File: config.mk
export PLATFORM = sky130hd
export DESIGN_NAME = instrDecoder
export DESIGN_NICKNAME = d
export VERILOG_FILES = /design/src/hdl/coreCfg.svh /design/src/hdl/corePkg.sv /design/src/hdl/instrDecoder.sv
export SDC_FILE = /design/constraint.sdc
export NUM_CORES = 1
export LEC_CHECK = 0
export BUFFER_PORTS_ARGS = -buffer_cell sky130_fd_sc_hd__buf_2
export CAP_MARGIN = 20
export CORE_ASPECT_RATIO = 0.8
export CORE_UTILIZATION = 37
export DETAILED_ROUTE_END_ITERATION = 12
export PLACE_DENSITY = 0.83
export SYNTH_ARGS = -nofsm -noshare
export SYNTH_HDL_FRONTEND = slang
export SYNTH_SLANG_ARGS = --single-unit
File: constraint.sdc
create_clock -name vclk -period 1.61
set_input_delay 0.322 -clock vclk [all_inputs]
set_output_delay 0.322 -clock vclk [all_outputs]
set_load 0.01 [all_outputs]
File: src/hdl/coreCfg.svh
/* design-wide constants for the rvCore integer core and its testbench
   include wherever the reset PC, memory size or test-end address is needed */
`ifndef CORE_CFG_SVH
`define CORE_CFG_SVH

// first fetch address after reset
`define RESET_PC 32'h0000_0000

// word-address bits decoded by the memory model, 1024 words or 4 KiB
`define ADDR_BITS 10

// a store to this address marks the end of a test program
`define DONE_ADDR 32'h0000_0FFC

`endif

File: src/hdl/corePkg.sv
/* shared types for the rvCore pipeline: ALU ops, decoded control,
   pipeline registers and the memory bus request */
package corePkg;

	// ALU operation set, passB carries the LUI immediate through
	typedef enum logic [3:0] {
		opAdd,
		opSub,
		opSll,
		opSlt,
		opSltu,
		opXor,
		opSrl,
		opSra,
		opOr,
		opAnd,
		opPassB
	} aluOpT;

	// decoded control for one instruction
	typedef struct packed {
		aluOpT aluOp;
		// B operand from the immediate instead of rs2
		logic aluSrcImm;
		logic regWrite;
		logic memRead;
		logic memWrite;
		logic [2:0] funct3;
		logic isBranch;
		logic isJal;
		logic isJalr;
		logic isAuipc;
		logic [4:0] rd;
		logic [4:0] rs1;
		logic [4:0] rs2;
	} ctrlT;

	// fetch to execute register
	typedef struct packed {
		logic valid;
		logic [31:0] pc;
		logic [31:0] instr;
	} exStageT;

	// execute to memory/writeback register
	typedef struct packed {
		logic valid;
		ctrlT ctrl;
		// ALU result, or the effective address for loads and stores
		logic [31:0] aluResult;
		logic [31:0] storeData;
		logic [31:0] pcPlus4;
	} memStageT;

	// single-cycle bus request, read data comes back combinationally
	typedef struct packed {
		logic valid;
		logic we;
		logic [3:0] byteEn;
		logic [31:0] addr;
		logic [31:0] wdata;
	} memReqT;

endpackage

File: src/hdl/instrDecoder.sv
/* RV32I decoder for the execute stage
   produces the control struct and the sign-extended immediate of one instruction */
`timescale 1ns/1ns

module instrDecoder (
	input logic [31:0] instr,
	output corePkg::ctrlT ctrl,
	output logic [31:0] imm
);

	logic [6:0] opcode;
	logic [2:0] funct3;
	// funct7 bit 5, the sub / arithmetic-shift modifier
	logic modBit;

	assign opcode = instr[6:0];
	assign funct3 = instr[14:12];
	assign modBit = instr[30];

	// funct3 plus modifier to ALU op, shared by register and immediate forms
	function automatic corePkg::aluOpT aluOpFor(input logic [2:0] f3, input logic sub);
		case (f3)
			3'b000: aluOpFor = sub ? corePkg::opSub : corePkg::opAdd;
			3'b001: aluOpFor = corePkg::opSll;
			3'b010: aluOpFor = corePkg::opSlt;
			3'b011: aluOpFor = corePkg::opSltu;
			3'b100: aluOpFor = corePkg::opXor;
			3'b101: aluOpFor = sub ? corePkg::opSra : corePkg::opSrl;
			3'b110: aluOpFor = corePkg::opOr;
			default: aluOpFor = corePkg::opAnd;
		endcase
	endfunction

	always_comb begin
		// anything not matched below stays a no-op with all writes off
		ctrl = '0;
		ctrl.aluOp = corePkg::opAdd;
		ctrl.funct3 = funct3;
		ctrl.rd = instr[11:7];
		ctrl.rs1 = instr[19:15];
		ctrl.rs2 = instr[24:20];
		imm = {{20{instr[31]}}, instr[31:20]};
		case (opcode)
			7'b0110011: begin
				ctrl.aluOp = aluOpFor(funct3, modBit);
				ctrl.regWrite = 1'b1;
			end
			7'b0010011: begin
				// no SUBI, modifier only counts for SRAI
				ctrl.aluOp = aluOpFor(funct3, modBit && funct3 == 3'b101);
				ctrl.aluSrcImm = 1'b1;
				ctrl.regWrite = 1'b1;
			end
			7'b0000011: begin
				ctrl.aluSrcImm = 1'b1;
				ctrl.regWrite = 1'b1;
				ctrl.memRead = 1'b1;
			end
			7'b0100011: begin
				ctrl.aluSrcImm = 1'b1;
				ctrl.memWrite = 1'b1;
				imm = {{20{instr[31]}}, instr[31:25], instr[11:7]};
			end
			7'b1100011: begin
				// compare on rs1 / rs2, target comes from pc + imm
				ctrl.isBranch = 1'b1;
				imm = {{19{instr[31]}}, instr[31], instr[7], instr[30:25], instr[11:8], 1'b0};
			end
			7'b0110111: begin
				ctrl.aluOp = corePkg::opPassB;
				ctrl.aluSrcImm = 1'b1;
				ctrl.regWrite = 1'b1;
				imm = {instr[31:12], 12'b0};
			end
			7'b0010111: begin
				ctrl.isAuipc = 1'b1;
				ctrl.regWrite = 1'b1;
				imm = {instr[31:12], 12'b0};
			end
			7'b1101111: begin
				ctrl.isJal = 1'b1;
				ctrl.regWrite = 1'b1;
				imm = {{11{instr[31]}}, instr[31], instr[19:12], instr[20], instr[30:21], 1'b0};
			end
			7'b1100111: begin
				// ALU forms rs1 + imm, bit 0 cleared at the top level
				ctrl.isJalr = 1'b1;
				ctrl.aluSrcImm = 1'b1;
				ctrl.regWrite = 1'b1;
			end
			default: ctrl.rd = 5'd0;
		endcase
	end

endmodule

Word-level counts from Yosys, hierarchy flattened --
Index checks and enable logic that the tools add are counted.
Word-level totals: output and inout port bits 62, bits in registers 0, word-level logic and storage cells 38, bits of input ports 32
Cells by class: muxes and demuxes 17, reductions and logical operators 6, eq/ne operators 15
Operators with widths (count):
- $pmux W31 S4 | 1
- $pmux W4 S7 | 2
- $eq A7 B6 Y1 const B | 3
- $eq A7 B7 Y1 const B | 3
- $eq A7 B5 Y1 const B | 2
- $mux W1 | 12
- $pmux W4 S3 | 1
- $eq A3 B3 Y1 const B | 3
- $reduce_or A9 Y1 | 1
- $eq A7 B2 Y1 const B | 1
- $reduce_or A7 Y1 | 1
- $eq A3 B2 Y1 const B | 2
- $mux W5 | 1
- $reduce_or A5 Y1 | 1
- $eq A3 B1 Y1 const B | 1
- $logic_not A3 Y1 | 1
- $reduce_or A2 Y1 | 1
- $logic_and A1 B1 Y1 | 1

Logic depth before layout (Yosys ltp) --
depth after elaboration 5, gate-level depth with buffers 5, depth with buffers taken out 3

Worst setup path after synthesis --
OpenSTA, ideal clock, no wires.
kind in2out, from input instr[4], to output imm[13], required time 1.288 ns, stages 5, buffers on the path 2, path slack 0.020 ns, arrival 1.268 ns, cell sequence buf_6 > nor3b_2 > o21a_1 > buf_6 > mux2_2
On the way: word-level cells in the longest chain between the ends 3, elaborated cells on any way between the ends 7, classes of those cells eq/ne: 5; mux: 1; reduce/logical: 1
Ends and longest elaborated chain:
- start, declared | RTL line instrDecoder.sv:6 | input logic [31:0] instr,
- $eq A7 B6 Y1 / $eq A7 B5 Y1 (equally long branches) | RTL line instrDecoder.sv:43 | case (opcode)
- $reduce_or A2 Y1 (no line)
- $pmux W31 S4 * | RTL line instrDecoder.sv:43
- end, declared | RTL line instrDecoder.sv:8 | output logic [31:0] imm
Every way passes the cells marked *; elsewhere a longest branch is shown, timed or not.

Worst setup path after layout --
from input instr[3], to output imm[14]
Same word-level chain as after synthesis.

==> results.json <==
{
  "outcome": "complete, but fails checks",
  "violations": "setup timing",
  "layout.cells.non_filler": 252,
  "slew_viol_final": 0,
  "yosysTopAreaCell": "buf_4",
  "antenna_cells": 0,
  "maxCapViolCount": 0,
  "crit_fanout": 4,
  "max_freq_ghz": 0.5653,
  "pwr-share-seq_pct": 0,
  "grt_max_degree": 20,
  "syn_area_um2": 858.3,
  "grt_overflow": 0,
  "p_comb_share_pct": 100.0,
  "yosys-top-cells-area": "buf_4 (13%), mux2_2 (10%), a21o_1 (9.6%)",
  "grt_pass1_wl_um": 4802,
  "drtPass1Iterations": 4,
  "powerDensity_nw_per_um2": 231.6,
  "rows": 15,
  "worst_slew_margin_rel_pct": 69.75,
  "hold_viol": 0,
  "wl_per_cell_um": 16.38,
  "die_area_um2": 2518,
  "yosysSeqAreaShare_pct": 0,
  "die_h_um": 45.08,
  "final_common_cell": "buf_2",
  "regArea_um2": 0,
  "clock_buffers": 0,
  "routed-via-count": 1404,
  "synth_cell_types": 37,
  "mostFrequentLayoutCells": "buf_2 (83), buf_6 (23), buf_4 (16), a21o_1 (11), inv_1 (8)",
  "core-area_um2": 2177,
  "drive_gt1_share_pct": 70.93,
  "crit_required_ps": 1290,
  "p_leak_uw": 0.0009911,
  "netlist_instances": 119,
  "grt_pass1_vias": 1051,
  "syn_nets": 151,
  "postRouteAntennaNets": 0,
  "cp-end-kind": "output port",
  "grt_usage_pct": 23.22,
  "drt_iter0_drc": 43,
  "initial_utilization_pct": 39.43,
  "tightest_slew_ps": 451.8,
  "io_pins": 94,
  "ir_worst_vdd_uv": 187.8,
  "io_buffers": 94,
  "min_from": "instr[18]",
  "cp.arrival_ps": 1450,
  "yosys_warnings": 0,
  "rsz0062_at_grt": "true",
  "multiInputGateArea_um2": 784.5,
  "drc": 0,
  "internal_power_uw": 217.4,
  "syn2layout_area_growth_pct": 112.8,
  "setup_ws_ps": -158.9,
  "fin_crit_ps": 1769,
  "hold_path_class": "primary input to output port",
  "totalWireLength_um": 4127,
  "synth_top_area_share_pct": 13.12,
  "placed_cells": 241,
  "design.seq.count": 0,
  "num-fill-cells": 137,
  "cp-startpoint": "instr[3]",
  "p_sw_uw": 205.8,
  "antenna_found_initial": 0,
  "fp.dieW_um": 55.85,
  "vias_per_cell": 5.571,
  "critPathLaunchType": "primary input",
  "min_period_over_period_pct": 109.9,
  "place_congestion": 0.7923,
  "final_nets": 261,
  "p_sw_share_pct": 48.63,
  "syn_area_per_cell_um2": 7.213,
  "setup_viol": 43,
  "crit_type": "primary input to output port",
  "dp_hpwl_um": 2467,
  "final_core_util_pct": 83.91,
  "pwr-share-clk_pct": 0
}
-- per-stage QoR --
stage	total power (uW)	setup TNS, ps	setup slack, ps	hold WS (ps)	area (um2)
CTS	366.0	-2199	-159.5	846.0	1559
global route	449.5	-5187	-190.0	850.5	1827
floorplan	181.6	0	20.32	734.6	858.3
finish	423.1	-3620	-158.9	845.3	1827
detailed placement	333.4	-3223	-159.1	846.1	1425
global placement	327.9	-2895	-146.7	847.0	1425
-- worst max-delay path: stages --
cell       delay, ps
buf_8            110
and4b_1          200
o21a_2           230
clkbuf_16        160
mux2_4           300
buf_6            120
-- cells in the mapped netlist (2+ instances only) --
cell and number:
a211oi_1 7, a21o_1 11, a21oi_1 2, a22o_1 5
a31oi_1 2, and3_1 2, buf_2 2, buf_4 15
buf_6 3, clkbuf_1 3, inv_1 9, mux2_2 8
nand2_1 4, nand2b_1 2, nand3_1 2, nor2_1 6
nor2b_1 7, nor3_1 4, nor4_1 2, o21ai_0 5
o32ai_1 2
-- final cells by class --
cell class / count / share of cell area (%)
inverter: 9 / 1.986
timing repair buffer: 131 / 53.36
multi-input combinational: 87 / 42.95
tap: 25 / 1.712
-- power groups by stage --
stage	Sequential [uW]	Clock [uW]	Combinational, uW
finish	0	0	423
global route	0	0	449
CTS	0	0	366
detailed placement	0	0	333
global placement	0	0	328
floorplan	0	0	182
-- layer usage --
metal  wire length, um  up-vias  GRT usage [%]
met3               258       18          1.433
met4               178        0          1.951
li1                  -      646              -
met5                 0        -              0
met2              2070       72          46.51
met1              1620      668          29.14
-- what timing repair did --
item                       CTS  global route
cloned                       0             5
buffers inserted             3             4
hold buffers                 0             0
setup endpoints to repair   36            37
pin swaps                   12            31
resized for setup           25            39
-- path summary, 6_finish.rpt --
kind	slack (ps)	to	cells after the start
worst max-delay path	-160	imm[14]	6
worst min-delay path	850	ctrl[8]	2
-- kinds of logic (layout without fill, tap and decap cells) --
| logic type | after synthesis | count (layout) | share of synthesized area (%) |
|---|---|---|---|
| xor+xnor | 1 | 1 | 1.021 |
| buf+inv | 32 | 140 | 23.47 |
| simple gates | 37 | 37 | 29.59 |
| mux | 9 | 9 | 11.66 |
| compound gates | 40 | 40 | 34.26 |
No activity file was read; power rests on OpenSTA's default activity.
