$ cat src/hdl/coreCfg.svh
/* design-wide constants for the rvCore integer core and its testbench
   include wherever the reset PC, memory size or test-end address is needed */
`ifndef CORE_CFG_SVH
`define CORE_CFG_SVH

// first fetch address after reset
`define RESET_PC 32'h0000_0000

// word-address bits decoded by the memory model, 1024 words or 4 KiB
`define ADDR_BITS 10

// a store to this address marks the end of a test program
`define DONE_ADDR 32'h0000_0FFC

`endif

$ cat src/hdl/corePkg.sv
/* shared types for the rvCore pipeline: ALU ops, decoded control,
   pipeline registers and the memory bus request */
package corePkg;

	// ALU operation set, passB carries the LUI immediate through
	typedef enum logic [3:0] {
		opAdd,
		opSub,
		opSll,
		opSlt,
		opSltu,
		opXor,
		opSrl,
		opSra,
		opOr,
		opAnd,
		opPassB
	} aluOpT;

	// decoded control for one instruction
	typedef struct packed {
		aluOpT aluOp;
		// B operand from the immediate instead of rs2
		logic aluSrcImm;
		logic regWrite;
		logic memRead;
		logic memWrite;
		logic [2:0] funct3;
		logic isBranch;
		logic isJal;
		logic isJalr;
		logic isAuipc;
		logic [4:0] rd;
		logic [4:0] rs1;
		logic [4:0] rs2;
	} ctrlT;

	// fetch to execute register
	typedef struct packed {
		logic valid;
		logic [31:0] pc;
		logic [31:0] instr;
	} exStageT;

	// execute to memory/writeback register
	typedef struct packed {
		logic valid;
		ctrlT ctrl;
		// ALU result, or the effective address for loads and stores
		logic [31:0] aluResult;
		logic [31:0] storeData;
		logic [31:0] pcPlus4;
	} memStageT;

	// single-cycle bus request, read data comes back combinationally
	typedef struct packed {
		logic valid;
		logic we;
		logic [3:0] byteEn;
		logic [31:0] addr;
		logic [31:0] wdata;
	} memReqT;

endpackage

$ cat src/hdl/loadStoreUnit.sv
/* memory-stage data path between the core and the bus
   builds byte-enabled store requests and extracts extended load data */
`timescale 1ns/1ns

module loadStoreUnit (
	input corePkg::ctrlT ctrl,
	input logic [31:0] addr,
	input logic [31:0] storeData,
	input logic [31:0] memRdata,
	output corePkg::memReqT req,
	output logic [31:0] loadData
);

	// addressed lane moved down to bit 0
	logic [31:0] laneData;

	assign laneData = memRdata >> {addr[1:0], 3'b000};

	always_comb begin
		req.valid = ctrl.memRead || ctrl.memWrite;
		req.we = ctrl.memWrite;
		// word address, the lanes are chosen by byteEn
		req.addr = {addr[31:2], 2'b00};
		case (ctrl.funct3[1:0])
			2'b00: begin
				req.wdata = {4{storeData[7:0]}};
				req.byteEn = 4'b0001 << addr[1:0];
			end
			2'b01: begin
				req.wdata = {2{storeData[15:0]}};
				req.byteEn = addr[1] ? 4'b1100 : 4'b0011;
			end
			default: begin
				req.wdata = storeData;
				req.byteEn = 4'b1111;
			end
		endcase
	end

	// funct3[2] picks zero extension for LBU / LHU
	always_comb begin
		case (ctrl.funct3)
			3'b000: loadData = {{24{laneData[7]}}, laneData[7:0]};
			3'b001: loadData = {{16{laneData[15]}}, laneData[15:0]};
			3'b100: loadData = {24'd0, laneData[7:0]};
			3'b101: loadData = {16'd0, laneData[15:0]};
			default: loadData = memRdata;
		endcase
	end

	// no misaligned traps, so flag them here instead
	always_comb begin
		if (req.valid && ctrl.funct3[1:0] == 2'b01) begin
			assert (!addr[0]) else $error("halfword access at odd address %h", addr);
		end
		if (req.valid && ctrl.funct3[1:0] == 2'b10) begin
			assert (addr[1:0] == 2'b00) else $error("word access at unaligned address %h", addr);
		end
	end

endmodule

$ cat config.mk
export PLATFORM = sky130hd
export DESIGN_NAME = loadStoreUnit
export DESIGN_NICKNAME = d
export VERILOG_FILES = /design/src/hdl/coreCfg.svh /design/src/hdl/corePkg.sv /design/src/hdl/loadStoreUnit.sv
export SDC_FILE = /design/constraint.sdc
export NUM_CORES = 1
export LEC_CHECK = 0
export BUFFER_PORTS_ARGS = -buffer_cell sky130_fd_sc_hd__buf_2
export CORE_AREA = 2 2 88 90
export DETAILED_ROUTE_END_ITERATION = 6
export DIE_AREA = 0 0 90 92
export PLACE_DENSITY = 0.71
export SYNTH_ARGS = -nofsm -noshare
export SYNTH_HDL_FRONTEND = slang
export SYNTH_SLANG_ARGS = --single-unit
$ cat constraint.sdc
create_clock -name vclk -period 2.7
set_input_delay 0.54 -clock vclk [all_inputs]
set_output_delay 0.54 -clock vclk [all_outputs]
set_load 0.1 [all_outputs]
# Word level (Yosys, flattened, before mapping)
# Cells that the tools add are included.
# totals
register_bits	0
output_inout_bits	102
word_cells	13
in_bits	126
# classes
reduce_logical	3
eq_ne	4
shifts	2
muxes	4
# op_table
operator	count
32-bit case mux with 4 select lines	1
32-bit case mux with 2 select lines	1
32-bit by 5-bit right shift with 16-bit output	1
4-bit case mux with 2 select lines	1
3-bit equality test, second input constant	2
4-bit 2-to-1 mux	1
1-bit by 2-bit left shift with 4-bit output, first input constant	1
3-bit by 1-bit equality test with 1-bit output, second input constant	1
3-bit zero test	1
2-bit by 1-bit equality test with 1-bit output, second input constant	1
2-bit zero test	1
1-bit logical OR	1

# Logic depth before layout (Yosys ltp)
# Gate-level depths: netlist (run 1).
# depth
depth_word	2
ltp_mapped	5
ltp_nobuf	3

# Least setup slack after synthesis (run 1)
# Ideal clock, no wire load.
# synth_path
kind	input to output
from	in addr[0]
to	out loadData[0]
path_buffers	2
setup_slack_ns	-1.200
required_ns	2.160
arrival_time_ns	3.360
cell_stages	5
path_cell_list	buf_6 > buf_4 > nor2b_1 > a22oi_1 > o21ai_0
# synth_between
elab_chain_cells	2
# synth_rtl
item	line_no	text
start: declaration	loadStoreUnit.sv:7	input logic [31:0] addr,
32-bit by 5-bit right shift with 16-bit output	loadStoreUnit.sv:17	assign laneData = memRdata >> {addr[1:0], 3'b000};
32-bit case mux with 4 select lines	loadStoreUnit.sv:42	case (ctrl.funct3)
end: declaration	loadStoreUnit.sv:11	output logic [31:0] loadData
# No other way between the ends.

# Worst setup path in the final report (run 1)
# layout_path
from	in addr[0]
to	out loadData[31]
# Same word-level chain as after synthesis.

==> results by group, run 1 <==
Outcome
  – Outcome: finished clean

Power
  – Leakage Power: around 1.5 nW
  – Maximum resistive drop on vdd: 0.000217 V
  – Design internal power: ~460 uW
  – Switching power: about 900 uW
  – Clock power share: 0%
  – Switch share: roughly two thirds
  – Power density of the placed cells: between 400 and 500 nW/um^2
  – Logic gate share of total power: 100.0%
  – Share of total power in sequential cells: 0%

Logic synthesis
  – Most instantiated cells after synthesis: 43 x sky130_fd_sc_hd__buf_4, 32 x sky130_fd_sc_hd__nand2_1, 25 x sky130_fd_sc_hd__mux2_2
  – Post-synthesis cell type with the largest combined area: sky130_fd_sc_hd__buf_4
  – Top-area cell type share of the netlist area: 19.7%
  – Combined area of all synthesized cells: 1640 um^2
  – Synth area leaders: sky130_fd_sc_hd__buf_4 20%, sky130_fd_sc_hd__mux2_2 17%, sky130_fd_sc_hd__mux2i_1 11%
  – Most repeated cell in the gate-level netlist after synthesis: sky130_fd_sc_hd__buf_4
  – Number of instances in the synthesized netlist: 232
  – Synthesized area per cell: 7.05 um^2
  – Count of synthesis-stage warnings from yosys: 0
  – Sequential area share after synthesis: 0%
  – Number of distinct standard cells referenced by the synthesized netlist: 31

Timing
  – Final worst-path setup slack: 0.196 ns
  – Min Clock Period, post-route: 2.50 ns
  – Final setup viols: 0
  – Fin. Hold Viols: 0
  – Final worst hold slack: 1.08 ns
  – Count of pins over their slew limit: 0
  – Highest clock rate: 399 MHz
  – Tcrit/Tclk final: 92.8%
  – RSZ-0062 raised after global routing: no

Routing
  – Antenna Violating Nets Remaining: 0
  – 1st-iter DRT viols: 39
  – DRC viols: 0
  – Routed wire per std cell: 15.6 um
  – Wire length reported by the detailed router: 6.81 mm
  – Vias per cell: 4.70
  – Drt pass-1 iters: 4
  – Vias: 2048

Place
  – Routability cong.: 0.843
  – Worst slack at placement: 0.200 ns
  – Cell Count Post-Placement: 436
  – Post-detailed-placement cell area: approximately 3200 um^2
  – Detailed-placement wirelength estimate: 5.85 mm
  – Count of input and output buffers: 141

Final layout
  – Final net count: around 460
  – Sequential standard cell area: 0 um^2
  – Ratio of cells with drive above 1 in the final layout: 65.0%
  – Clock buffer count in the final layout: 0
  – Fraction of the core area covered by cells at the end of the flow: around 44%
  – Final standard cell count with taps included and fillers excluded: 436
  – Diode count: 0
  – FF+latch count: 0
  – Layout Area Growth over Synthesis: 98.5%
  – Final cell area excluding filler cells: 3250 um^2
  – Total of fill cells in the finished design: 716

Clock tree
  – CTS resizes: 0
  – Number of buffers inserted by hold repair at cts: 0
  – Post-CTS repair timing setup buffer count: 0

GRT
  – Number of antenna violations at the first check in global routing: 0
  – Overall track demand over capacity in global routing: 16.0%
  – Congestion Overflow GR: 0
  – Number of global-route vias before repair: ~2200
  – Global-route wire length before repair: between 10 and 15 mm
  – Largest net degree at the start of global routing: 39

Setup path
  – Arrival time at the worst endpoint: 1.96 ns
  – Capturing element type of the critical path: output port
  – Max FO, Critical Path: 12
  – Worst Setup Path Type: input port to output port
  – Worst Setup EP: loadData[31]
  – Worst endpoint required time: 2.16 ns
  – Kind of start point of the critical path: input port
  – CP Launch Point: addr[0]

Floorplan
  – CORE AREA: 7450 um^2
  – Site row count: 32
  – Horizontal die dimension: 90 um
  – Die span in y: between 90 and 100 um
  – Starting density of the core: 22.0%
  – Overall die area: slightly above 8000 um^2
  – Num ports: 228

Worst hold path
  – Hold Path Cell Cnt: 0
  – Hold Crit Class: input port to output port

Run
  – Max Cap Violations: 0
==> cells by family after synthesis <==
family / count (synthesis) / synth area share [%]
compound gates: 58 / 25.3
buf+inv: 66 / 26.6
mux: 43 / 28.2
other cells: 1 / 0.229
simple gates: 64 / 19.6
==> metrics by stage <==
stage               power, mW  setup TNS, ns
detailed placement       1.37              0
global placement         1.35              0
finish                   1.36              0
CTS                      1.37              0
floorplan                1.10          -3.12
global route             1.41              0
==> area by class of cell <==
type	count	area (um^2)	share of cell area, %
Multi-Input combinational cell	167	1350	41.6
Inverter	8	30.0	0.925
Tap cell	102	128	3.93
Timing Repair Buffer	159	1740	53.6
==> metal layers <==
layer  GRT usage (%)  vias to the layer above  wire [um]
met1            17.8                      944       2460
met5               0                        -          0
met2            30.9                       96       3600
li1                -                      986          -
met3            3.94                       22        616
met4            2.95                        0        133
==> power by group through the flow <==
stage / Sequential [mW] / Combinational (mW) / Clock [mW]
floorplan: 0 / 1.10 / 0
global placement: 0 / 1.35 / 0
detailed placement: 0 / 1.37 / 0
CTS: 0 / 1.37 / 0
global route: 0 / 1.41 / 0
finish: 0 / 1.36 / 0
==> placed cells by master (no fill, tap or decap), types with 2 or more instances in the layout <==
master | netlist | final
sky130_fd_sc_hd__o21ai_2 | 10 | 15
sky130_fd_sc_hd__o21bai_2 | 0 | 2
sky130_fd_sc_hd__and3b_1 | 2 | 2
sky130_fd_sc_hd__and3_1 | 7 | 7
sky130_fd_sc_hd__o221ai_1 | 8 | 8
sky130_fd_sc_hd__nand2b_1 | 13 | 13
sky130_fd_sc_hd__buf_2 | 6 | 82
sky130_fd_sc_hd__or2_2 | 3 | 3
sky130_fd_sc_hd__nor2_1 | 2 | 2
sky130_fd_sc_hd__mux2i_1 | 18 | 18
sky130_fd_sc_hd__mux2_2 | 25 | 25
sky130_fd_sc_hd__nor2b_1 | 3 | 3
sky130_fd_sc_hd__buf_4 | 43 | 17
sky130_fd_sc_hd__inv_1 | 8 | 8
sky130_fd_sc_hd__a21o_1 | 2 | 2
sky130_fd_sc_hd__o21ai_4 | 0 | 10
sky130_fd_sc_hd__a21oi_1 | 2 | 2
sky130_fd_sc_hd__a22oi_1 | 6 | 6
sky130_fd_sc_hd__buf_12 | 0 | 60
sky130_fd_sc_hd__nand2_1 | 32 | 32
sky130_fd_sc_hd__conb_1 | 1 | 2
sky130_fd_sc_hd__o21ai_1 | 0 | 7
==> worst min-delay path by stage <==
stage | to | start | slack (ns)
global route | req[59] | addr[27] | 1.08
detailed placement | req[34] | addr[2] | 1.08
CTS | req[34] | addr[2] | 1.08
floorplan | req[0] | storeData[0] | 1.29
global placement | req[34] | addr[2] | 1.08
finish | req[45] | addr[13] | 1.08
==> critical path: stages <==
cell and delay [ns]:
sky130_fd_sc_hd__buf_2 0.22, sky130_fd_sc_hd__mux2i_1 0.17, sky130_fd_sc_hd__a221o_1 0.36, sky130_fd_sc_hd__buf_4 0.21
sky130_fd_sc_hd__o21ai_1 0.24, sky130_fd_sc_hd__buf_12 0.21
(Power assumes the default switching activity.)
==> inputs of run 2 (changes only) <==
--- a/config.mk
+++ b/config.mk
@@ -9,7 +9,6 @@
 export CORE_AREA = 2 2 88 90
 export DETAILED_ROUTE_END_ITERATION = 6
 export DIE_AREA = 0 0 90 92
-export PLACE_DENSITY = 0.71
 export SYNTH_ARGS = -nofsm -noshare
 export SYNTH_HDL_FRONTEND = slang
 export SYNTH_SLANG_ARGS = --single-unit
==> run 2 against run 1 <==
  * Combinational power about the same
  * Setup slack worse by 0.057 ns
  * Cell count decreased by 0.92%
  * Largest cell class unchanged
  * Worst hold slack unchanged
  * Via count shrank 1.9%
  * Routed wire length shrank 1.8%
  * Total power is 2.3% lower
  * Die area unchanged
==> results by group, run 2 (synthesized netlist as in run 1, its figures left out) <==
Final layout
  – Ratio of cells with drive above 1 in the final layout: 64.5% (-0.42 points)
  – Layout Area Growth over Synthesis: 92.5%
  – Clock buffer count in the final layout: 0 (unchanged)
  – Final net count: 458 (-0.87%)
  – Most common cell after layout, fill and taps aside: sky130_fd_sc_hd__buf_2
  – Final cell area excluding filler cells: 3150 um^2 (-3.0%)
  – Diode count: 0 (unchanged)
  – Total of fill cells in the finished design: 761 (+6.3%)
  – Sequential standard cell area: 0 um^2 (unchanged)
  – FF+latch count: 0 (unchanged)
  – Highest-count cells in the layout ignoring fill and taps: 89 x sky130_fd_sc_hd__buf_2, 56 x sky130_fd_sc_hd__buf_12, 32 x sky130_fd_sc_hd__nand2_1

Routing
  – Antenna Violating Nets Remaining: 0 (unchanged)
  – DRC viols: 0 (unchanged)
  – Routed wire per std cell: 15.5 um (-0.88%)
  – Vias: 2009 (-1.9%)
  – Vias per cell: 4.65 (-1.0%)
  – 1st-iter DRT viols: 46 (+18%)
  – Drt pass-1 iters: 4 (unchanged)
  – Wire length reported by the detailed router: 6.69 mm (-1.8%)

Power
  – Power density of the placed cells: 422 nW/um^2 (+0.75%)
  – Design internal power: 430 uW (-5.7%)
  – Switch share: 67.6% (+1.2 points)
  – Clock power share: 0% (unchanged)
  – Logic gate share of total power: 100.0% (about the same)
  – Maximum resistive drop on vdd: 0.000182 V (-16%)
  – Share of total power in sequential cells: 0% (unchanged)
  – Switching power: 898 uW (-0.57%)
  – Leakage Power: 1.49 nW (-2.4%)

Floorplan
  – Site row count: 32 (unchanged)
  – Die span in y: 92 um (unchanged)
  – Horizontal die dimension: 90 um (unchanged)
  – CORE AREA: 7450 um^2 (unchanged)
  – Num ports: 228 (unchanged)
  – Starting density of the core: 22.0% (unchanged)
  – Overall die area: 8280 um^2 (unchanged)

Setup path
  – Worst Setup Path Type: input port to output port
  – Max FO, Critical Path: 25 (+13)
  – CP Launch Point: addr[0]
  – Arrival time at the worst endpoint: 2.02 ns (+0.06 ns)
  – Kind of start point of the critical path: input port
  – Worst endpoint required time: 2.16 ns (about the same)
  – Capturing element type of the critical path: output port

Worst hold path
  – Endpoint of the worst hold path: req[38]
  – Hold Path Cell Cnt: 0 (unchanged)
  – Hold Crit Class: input port to output port
  – Hold Crit Start: addr[6]

Clock tree
  – Number of buffers inserted by hold repair at cts: 0 (unchanged)
  – Post-CTS repair timing setup buffer count: 0 (unchanged)
  – CTS resizes: 0 (unchanged)

Timing
  – Highest clock rate: 390 MHz (-2.2%)
  – Final worst hold slack: 1.08 ns (unchanged)
  – Min Clock Period, post-route: 2.56 ns (+0.0567 ns)
  – Count of pins over their slew limit: 0 (unchanged)
  – Fin. Hold Viols: 0 (unchanged)
  – RSZ-0062 raised after global routing: no
  – Tcrit/Tclk final: 94.9% (+2.1 points)
  – Final setup viols: 0 (unchanged)

Place
  – Post-detailed-placement cell area: 3150 um^2 (-3.0%)
  – Routability cong.: 0.745 (-12%)
  – Detailed-placement wirelength estimate: 5.51 mm (-5.9%)
  – Count of input and output buffers: 141 (unchanged)

GRT
  – Largest net degree at the start of global routing: 65 (+67%)
  – Number of antenna violations at the first check in global routing: 0 (unchanged)
  – Congestion Overflow GR: 0 (unchanged)
  – Global-route wire length before repair: 10.6 mm (-4.4%)
  – Overall track demand over capacity in global routing: 15.5% (-0.47 points)
  – Number of global-route vias before repair: 2077 (-6.5%)

Run
  – Max Cap Violations: 0 (unchanged)

Outcome
  – Outcome: finished clean
## run 2: through the flow
| step | TNS [ns] | util [%] | setup slack [ns] | total power [mW] | cells |
|---|---|---|---|---|---|
| after detailed placement | 0 | 42.3 | 0.122 | 1.34 | 432 |
| after global routing | 0 | 42.3 | 0.0441 | 1.37 | 432 |
| after global placement | 0 | 42.3 | 0.116 | 1.33 | 432 |
| final | 0 | 42.3 | 0.139 | 1.33 | 432 |
| after floorplan | -3.12 | - | -0.446 | 1.10 | 233 |
| after CTS | 0 | 42.3 | 0.120 | 1.34 | 432 |
## run 2: worst max-delay path, stage by stage
cell	delay, ns
sky130_fd_sc_hd__buf_2	0.13
sky130_fd_sc_hd__buf_12	0.19
sky130_fd_sc_hd__mux2_2	0.39
sky130_fd_sc_hd__o22ai_4	0.21
sky130_fd_sc_hd__buf_4	0.24
sky130_fd_sc_hd__o21ai_1	0.12
sky130_fd_sc_hd__buf_12	0.18
## run 2: routing by layer
layer / vias up / part of all wire [%] / GRT usage, % / routed length (um)
li1: 973 / - / - / -
met1: 920 / 38 / 17.7 / 2520
met2: 97 / 52 / 29.1 / 3460
met3: 19 / 8.6 / 4.03 / 577
met4: 0 / 1.9 / 3.21 / 124
met5: - / 0 / 0 / 0
## run 2: worst max path at each step
stage | end | slack (ns) | cells past startpoint
2_1_floorplan | loadData[19] | -0.45 | 4
3_3_place_gp | loadData[31] | 0.12 | 7
3_5_place_dp | loadData[23] | 0.12 | 7
4_1_cts | loadData[23] | 0.12 | 7
5_1_grt | loadData[13] | 0.04 | 7
6_report | loadData[23] | 0.14 | 7
## run 2: area by class of cell
| cell class | count | area (um^2) | area share [%] |
|---|---|---|---|
| repair buffers | 155 | 1640 | 52.1 |
| inverters | 8 | 30.0 | 0.954 |
| well taps | 102 | 128 | 4.05 |
| multi-input cells | 167 | 1350 | 42.8 |
## run 2: power groups by stage
stage	Clock, mW	Combinational (mW)	Sequential, mW
2_1_floorplan	0	1.10	0
3_3_place_gp	0	1.33	0
3_5_place_dp	0	1.34	0
4_1_cts	0	1.34	0
5_1_grt	0	1.37	0
6_report	0	1.33	0
==> inputs of run 3 (changes only) <==
--- a/config.mk
+++ b/config.mk
@@ -5,10 +5,12 @@
 export SDC_FILE = /design/constraint.sdc
 export NUM_CORES = 1
 export LEC_CHECK = 0
+export ABC_AREA = 1
 export BUFFER_PORTS_ARGS = -buffer_cell sky130_fd_sc_hd__buf_2
-export CORE_AREA = 2 2 88 90
+export CORE_AREA = 2 2 87 89
 export DETAILED_ROUTE_END_ITERATION = 6
-export DIE_AREA = 0 0 90 92
+export DIE_AREA = 0 0 89 91
+export PLACE_DENSITY = 0.7
 export SYNTH_ARGS = -nofsm -noshare
 export SYNTH_HDL_FRONTEND = slang
 export SYNTH_SLANG_ARGS = --single-unit
==> run 3 against run 2 <==
  * Largest cell class unchanged
  * Setup slack better by 0.073 ns
  * Via count up 16%
  * Core utilization down 0.41 points
  * Sequential share of layout area unchanged
  * Synthesized area down 0.38%
  * Routed wire length up 9.4%
==> results by group, run 3 <==
Final layout
  – Fraction of the core area covered by cells at the end of the flow: 41.9% (-0.41 points)
  – Total of fill cells in the finished design: 760 (-0.13%)
  – Diode count: 0 (unchanged)
  – Final net count: 529 (+16%)
  – Area used by multi-input combinational logic: 1200 um^2 (-11%)
  – Sequential standard cell area: 0 um^2 (unchanged)
  – Highest-count cells in the layout ignoring fill and taps: 140 x sky130_fd_sc_hd__nand2_1, 88 x sky130_fd_sc_hd__buf_2, 54 x sky130_fd_sc_hd__buf_12
  – Clock buffer count in the final layout: 0 (unchanged)
  – Final standard cell count with taps included and fillers excluded: 500 (+16%)
  – Layout Area Growth over Synthesis: 83.4%
  – Most common cell after layout, fill and taps aside: sky130_fd_sc_hd__nand2_1
  – Final cell area excluding filler cells: 2990 um^2 (-5.1%)
  – Ratio of cells with drive above 1 in the final layout: 48.1% (-16 points)
  – FF+latch count: 0 (unchanged)

Timing
  – Final worst hold slack: 1.08 ns (unchanged)
  – Slew at the pin closest to its max-slew limit: 0.654 ns
  – Tcrit/Tclk final: 92.2% (-2.7 points)
  – Count of pins over their slew limit: 0 (unchanged)
  – Fin. Hold Viols: 0 (unchanged)
  – Min Clock Period, post-route: 2.49 ns (-0.0726 ns)
  – Final setup viols: 0 (unchanged)
  – Highest clock rate: 402 MHz (+2.9%)
  – Relative slew slack: 56.3%
  – RSZ-0062 raised after global routing: no

Floorplan
  – Overall die area: 8100 um^2 (-2.2%)
  – CORE AREA: 7140 um^2 (-4.2%)
  – Die span in y: 91 um (-1.1%)
  – Site row count: 31 (-3.1%)
  – Num ports: 228 (unchanged)
  – Starting density of the core: 22.8% (+0.87 points)
  – Horizontal die dimension: 89 um (-1.1%)

Routing
  – Wire length reported by the detailed router: 7.32 mm (+9.4%)
  – 1st-iter DRT viols: 118 (+160%)
  – Routed wire per std cell: 14.6 um (-5.5%)
  – Vias per cell: 4.67 (+0.42%)
  – DRC viols: 0 (unchanged)
  – Drt pass-1 iters: 4 (unchanged)
  – Vias: 2335 (+16%)
  – Antenna Violating Nets Remaining: 0 (unchanged)

Power
  – Logic gate share of total power: 100.0% (about the same)
  – Maximum resistive drop on vdd: 0.000239 V (+31%)
  – Pwr Total: 1.27 mW (-4.1%)
  – Switch share: 69.8% (+2.2 points)
  – Design internal power: 384 uW (-11%)
  – Clock power share: 0% (unchanged)
  – Share of total power in sequential cells: 0% (unchanged)
  – Power density of the placed cells: 426 nW/um^2 (+0.99%)
  – Leakage Power: 1.63 nW (+9.2%)
  – Switching power: 889 uW (-1.0%)

Place
  – Cell Count Post-Placement: 500 (+16%)
  – Routability cong.: 0.780 (+4.7%)
  – Post-detailed-placement cell area: 2990 um^2 (-5.1%)
  – Count of input and output buffers: 141 (unchanged)
  – Detailed-placement wirelength estimate: 6.01 mm (+9.3%)

GRT
  – Met2 capacity usage during global routing: 32.2% (+3.1 points)
  – Largest net degree at the start of global routing: 23 (-65%)
  – Layer with the highest usage after global routing: met2
  – Overall track demand over capacity in global routing: 17.0% (+1.5 points)
  – Congestion Overflow GR: 0 (unchanged)
  – Number of global-route vias before repair: 2352 (+13%)
  – Number of antenna violations at the first check in global routing: 0 (unchanged)
  – Global-route wire length before repair: 11.1 mm (+5.4%)
  – Global Route met1 Usage: 19.4% (+1.7 points)
  – M3 GR Usage: 3.55% (-0.48 points)

Logic synthesis
  – Number of distinct standard cells referenced by the synthesized netlist: 26 (-16%)
  – Synth area leaders: sky130_fd_sc_hd__nand2_1 32%, sky130_fd_sc_hd__buf_4 19%, sky130_fd_sc_hd__nand3_1 9.2%
  – Number of instances in the synthesized netlist: 305 (+31%)
  – Sequential area share after synthesis: 0% (unchanged)
  – Post-synthesis cell type with the largest combined area: sky130_fd_sc_hd__nand2_1
  – Most repeated cell in the gate-level netlist after synthesis: sky130_fd_sc_hd__nand2_1
  – Combined area of all synthesized cells: 1630 um^2 (-0.38%)
  – Most instantiated cells after synthesis: 140 x sky130_fd_sc_hd__nand2_1, 42 x sky130_fd_sc_hd__buf_4, 30 x sky130_fd_sc_hd__nand3_1
  – Count of synthesis-stage warnings from yosys: 0 (unchanged)
  – Synthesized area per cell: 5.34 um^2 (-24%)
  – Top-area cell type share of the netlist area: 32.3% (+13 points)

Run
  – Max Cap Violations: 0 (unchanged)

Clock tree
  – Post-CTS repair timing setup buffer count: 0 (unchanged)
  – CTS resizes: 0 (unchanged)
  – Number of buffers inserted by hold repair at cts: 0 (unchanged)

Setup path
  – Worst Setup Path Type: input port to output port
  – Critical Path Max Stage Delay: 0.52 ns (+0.13 ns)
  – Max FO, Critical Path: 19 (-24%)
  – Worst Setup EP: loadData[8]
  – Kind of start point of the critical path: input port
  – Critical-path top delay cell: sky130_fd_sc_hd__nor2_1
  – Cell class contributing the biggest share of worst-path delay: simple AND/OR/NAND/NOR gates
  – Capturing element type of the critical path: output port
  – Critical-path cell list: buf_2 > inv_8 > nand2_8 > nor2_1 > nand2_1 > nand4_2 > buf_12
  – CP Launch Point: ctrl[20]
  – Number of buffer and inverter instances along the worst setup path: 3 (-1)
  – Arrival time at the worst endpoint: 1.95 ns (-0.07 ns)
  – Worst endpoint required time: 2.16 ns (about the same)
  – Path length in cells of the critical path: 7 (unchanged)

Worst hold path
  – Hold Crit Class: input port to output port
  – Hold Crit Start: addr[29]

Outcome
  – Outcome: finished clean
[run 3: cell types whose count changed after synthesis, moves of 10 or more]
cell / before / now
sky130_fd_sc_hd__nand2_1: 32 / 140
sky130_fd_sc_hd__nand3_1: 0 / 30
sky130_fd_sc_hd__mux2_2: 25 / 0
sky130_fd_sc_hd__mux2i_1: 18 / 0
sky130_fd_sc_hd__nand3_2: 0 / 14
sky130_fd_sc_hd__nand2b_1: 13 / 0
sky130_fd_sc_hd__o21ai_0: 22 / 10
sky130_fd_sc_hd__o21ai_2: 10 / 0
[run 3: worst min-delay path by stage]
stage,cells after the start,endpoint,slack (ns)
6_report,0,req[61],1.08
5_1_grt,0,req[60],1.08
4_1_cts,0,req[37],1.08
3_5_place_dp,0,req[37],1.08
3_3_place_gp,0,req[37],1.08
2_1_floorplan,1,req[0],1.29
[run 3: power groups by stage]
| stage | combinational (mW) | clock (mW) | sequential (mW) |
|---|---|---|---|
| after floorplan | 1.05 | 0 | 0 |
| after global placement | 1.27 | 0 | 0 |
| after detailed placement | 1.28 | 0 | 0 |
| after CTS | 1.28 | 0 | 0 |
| after global routing | 1.32 | 0 | 0 |
| final | 1.27 | 0 | 0 |
[run 3: routing by layer]
layer	vias to the layer above	part of all wire [%]
met2	145	50
met1	1045	37
met4	0	1.1
met5	-	0
li1	1135	-
met3	10	12
[run 3: cell families (layout without fill, tap and decap cells)]
group / count (synthesis) / after routing / share of synthesized area (%)
other: 1 / 2 / 0.230
AND/OR/NAND/NOR: 209 / 209 / 61.8
AO/OA/AOI/OAI: 23 / 23 / 8.37
buffers and inverters: 72 / 167 / 29.6
[run 3: area by class of cell]
cell class,count,area share [%]
inverters,18,2.93
multi-input cells,234,40.2
repair buffers,149,52.7
well taps,99,4.15
[run 3: through the flow]
step                setup TNS [ns]  setup slack (ns)
CTS                              0             0.220
detailed placement               0             0.221
global route                     0             0.101
global placement                 0             0.264
finish                           0             0.212
floorplan                   -0.990            -0.133
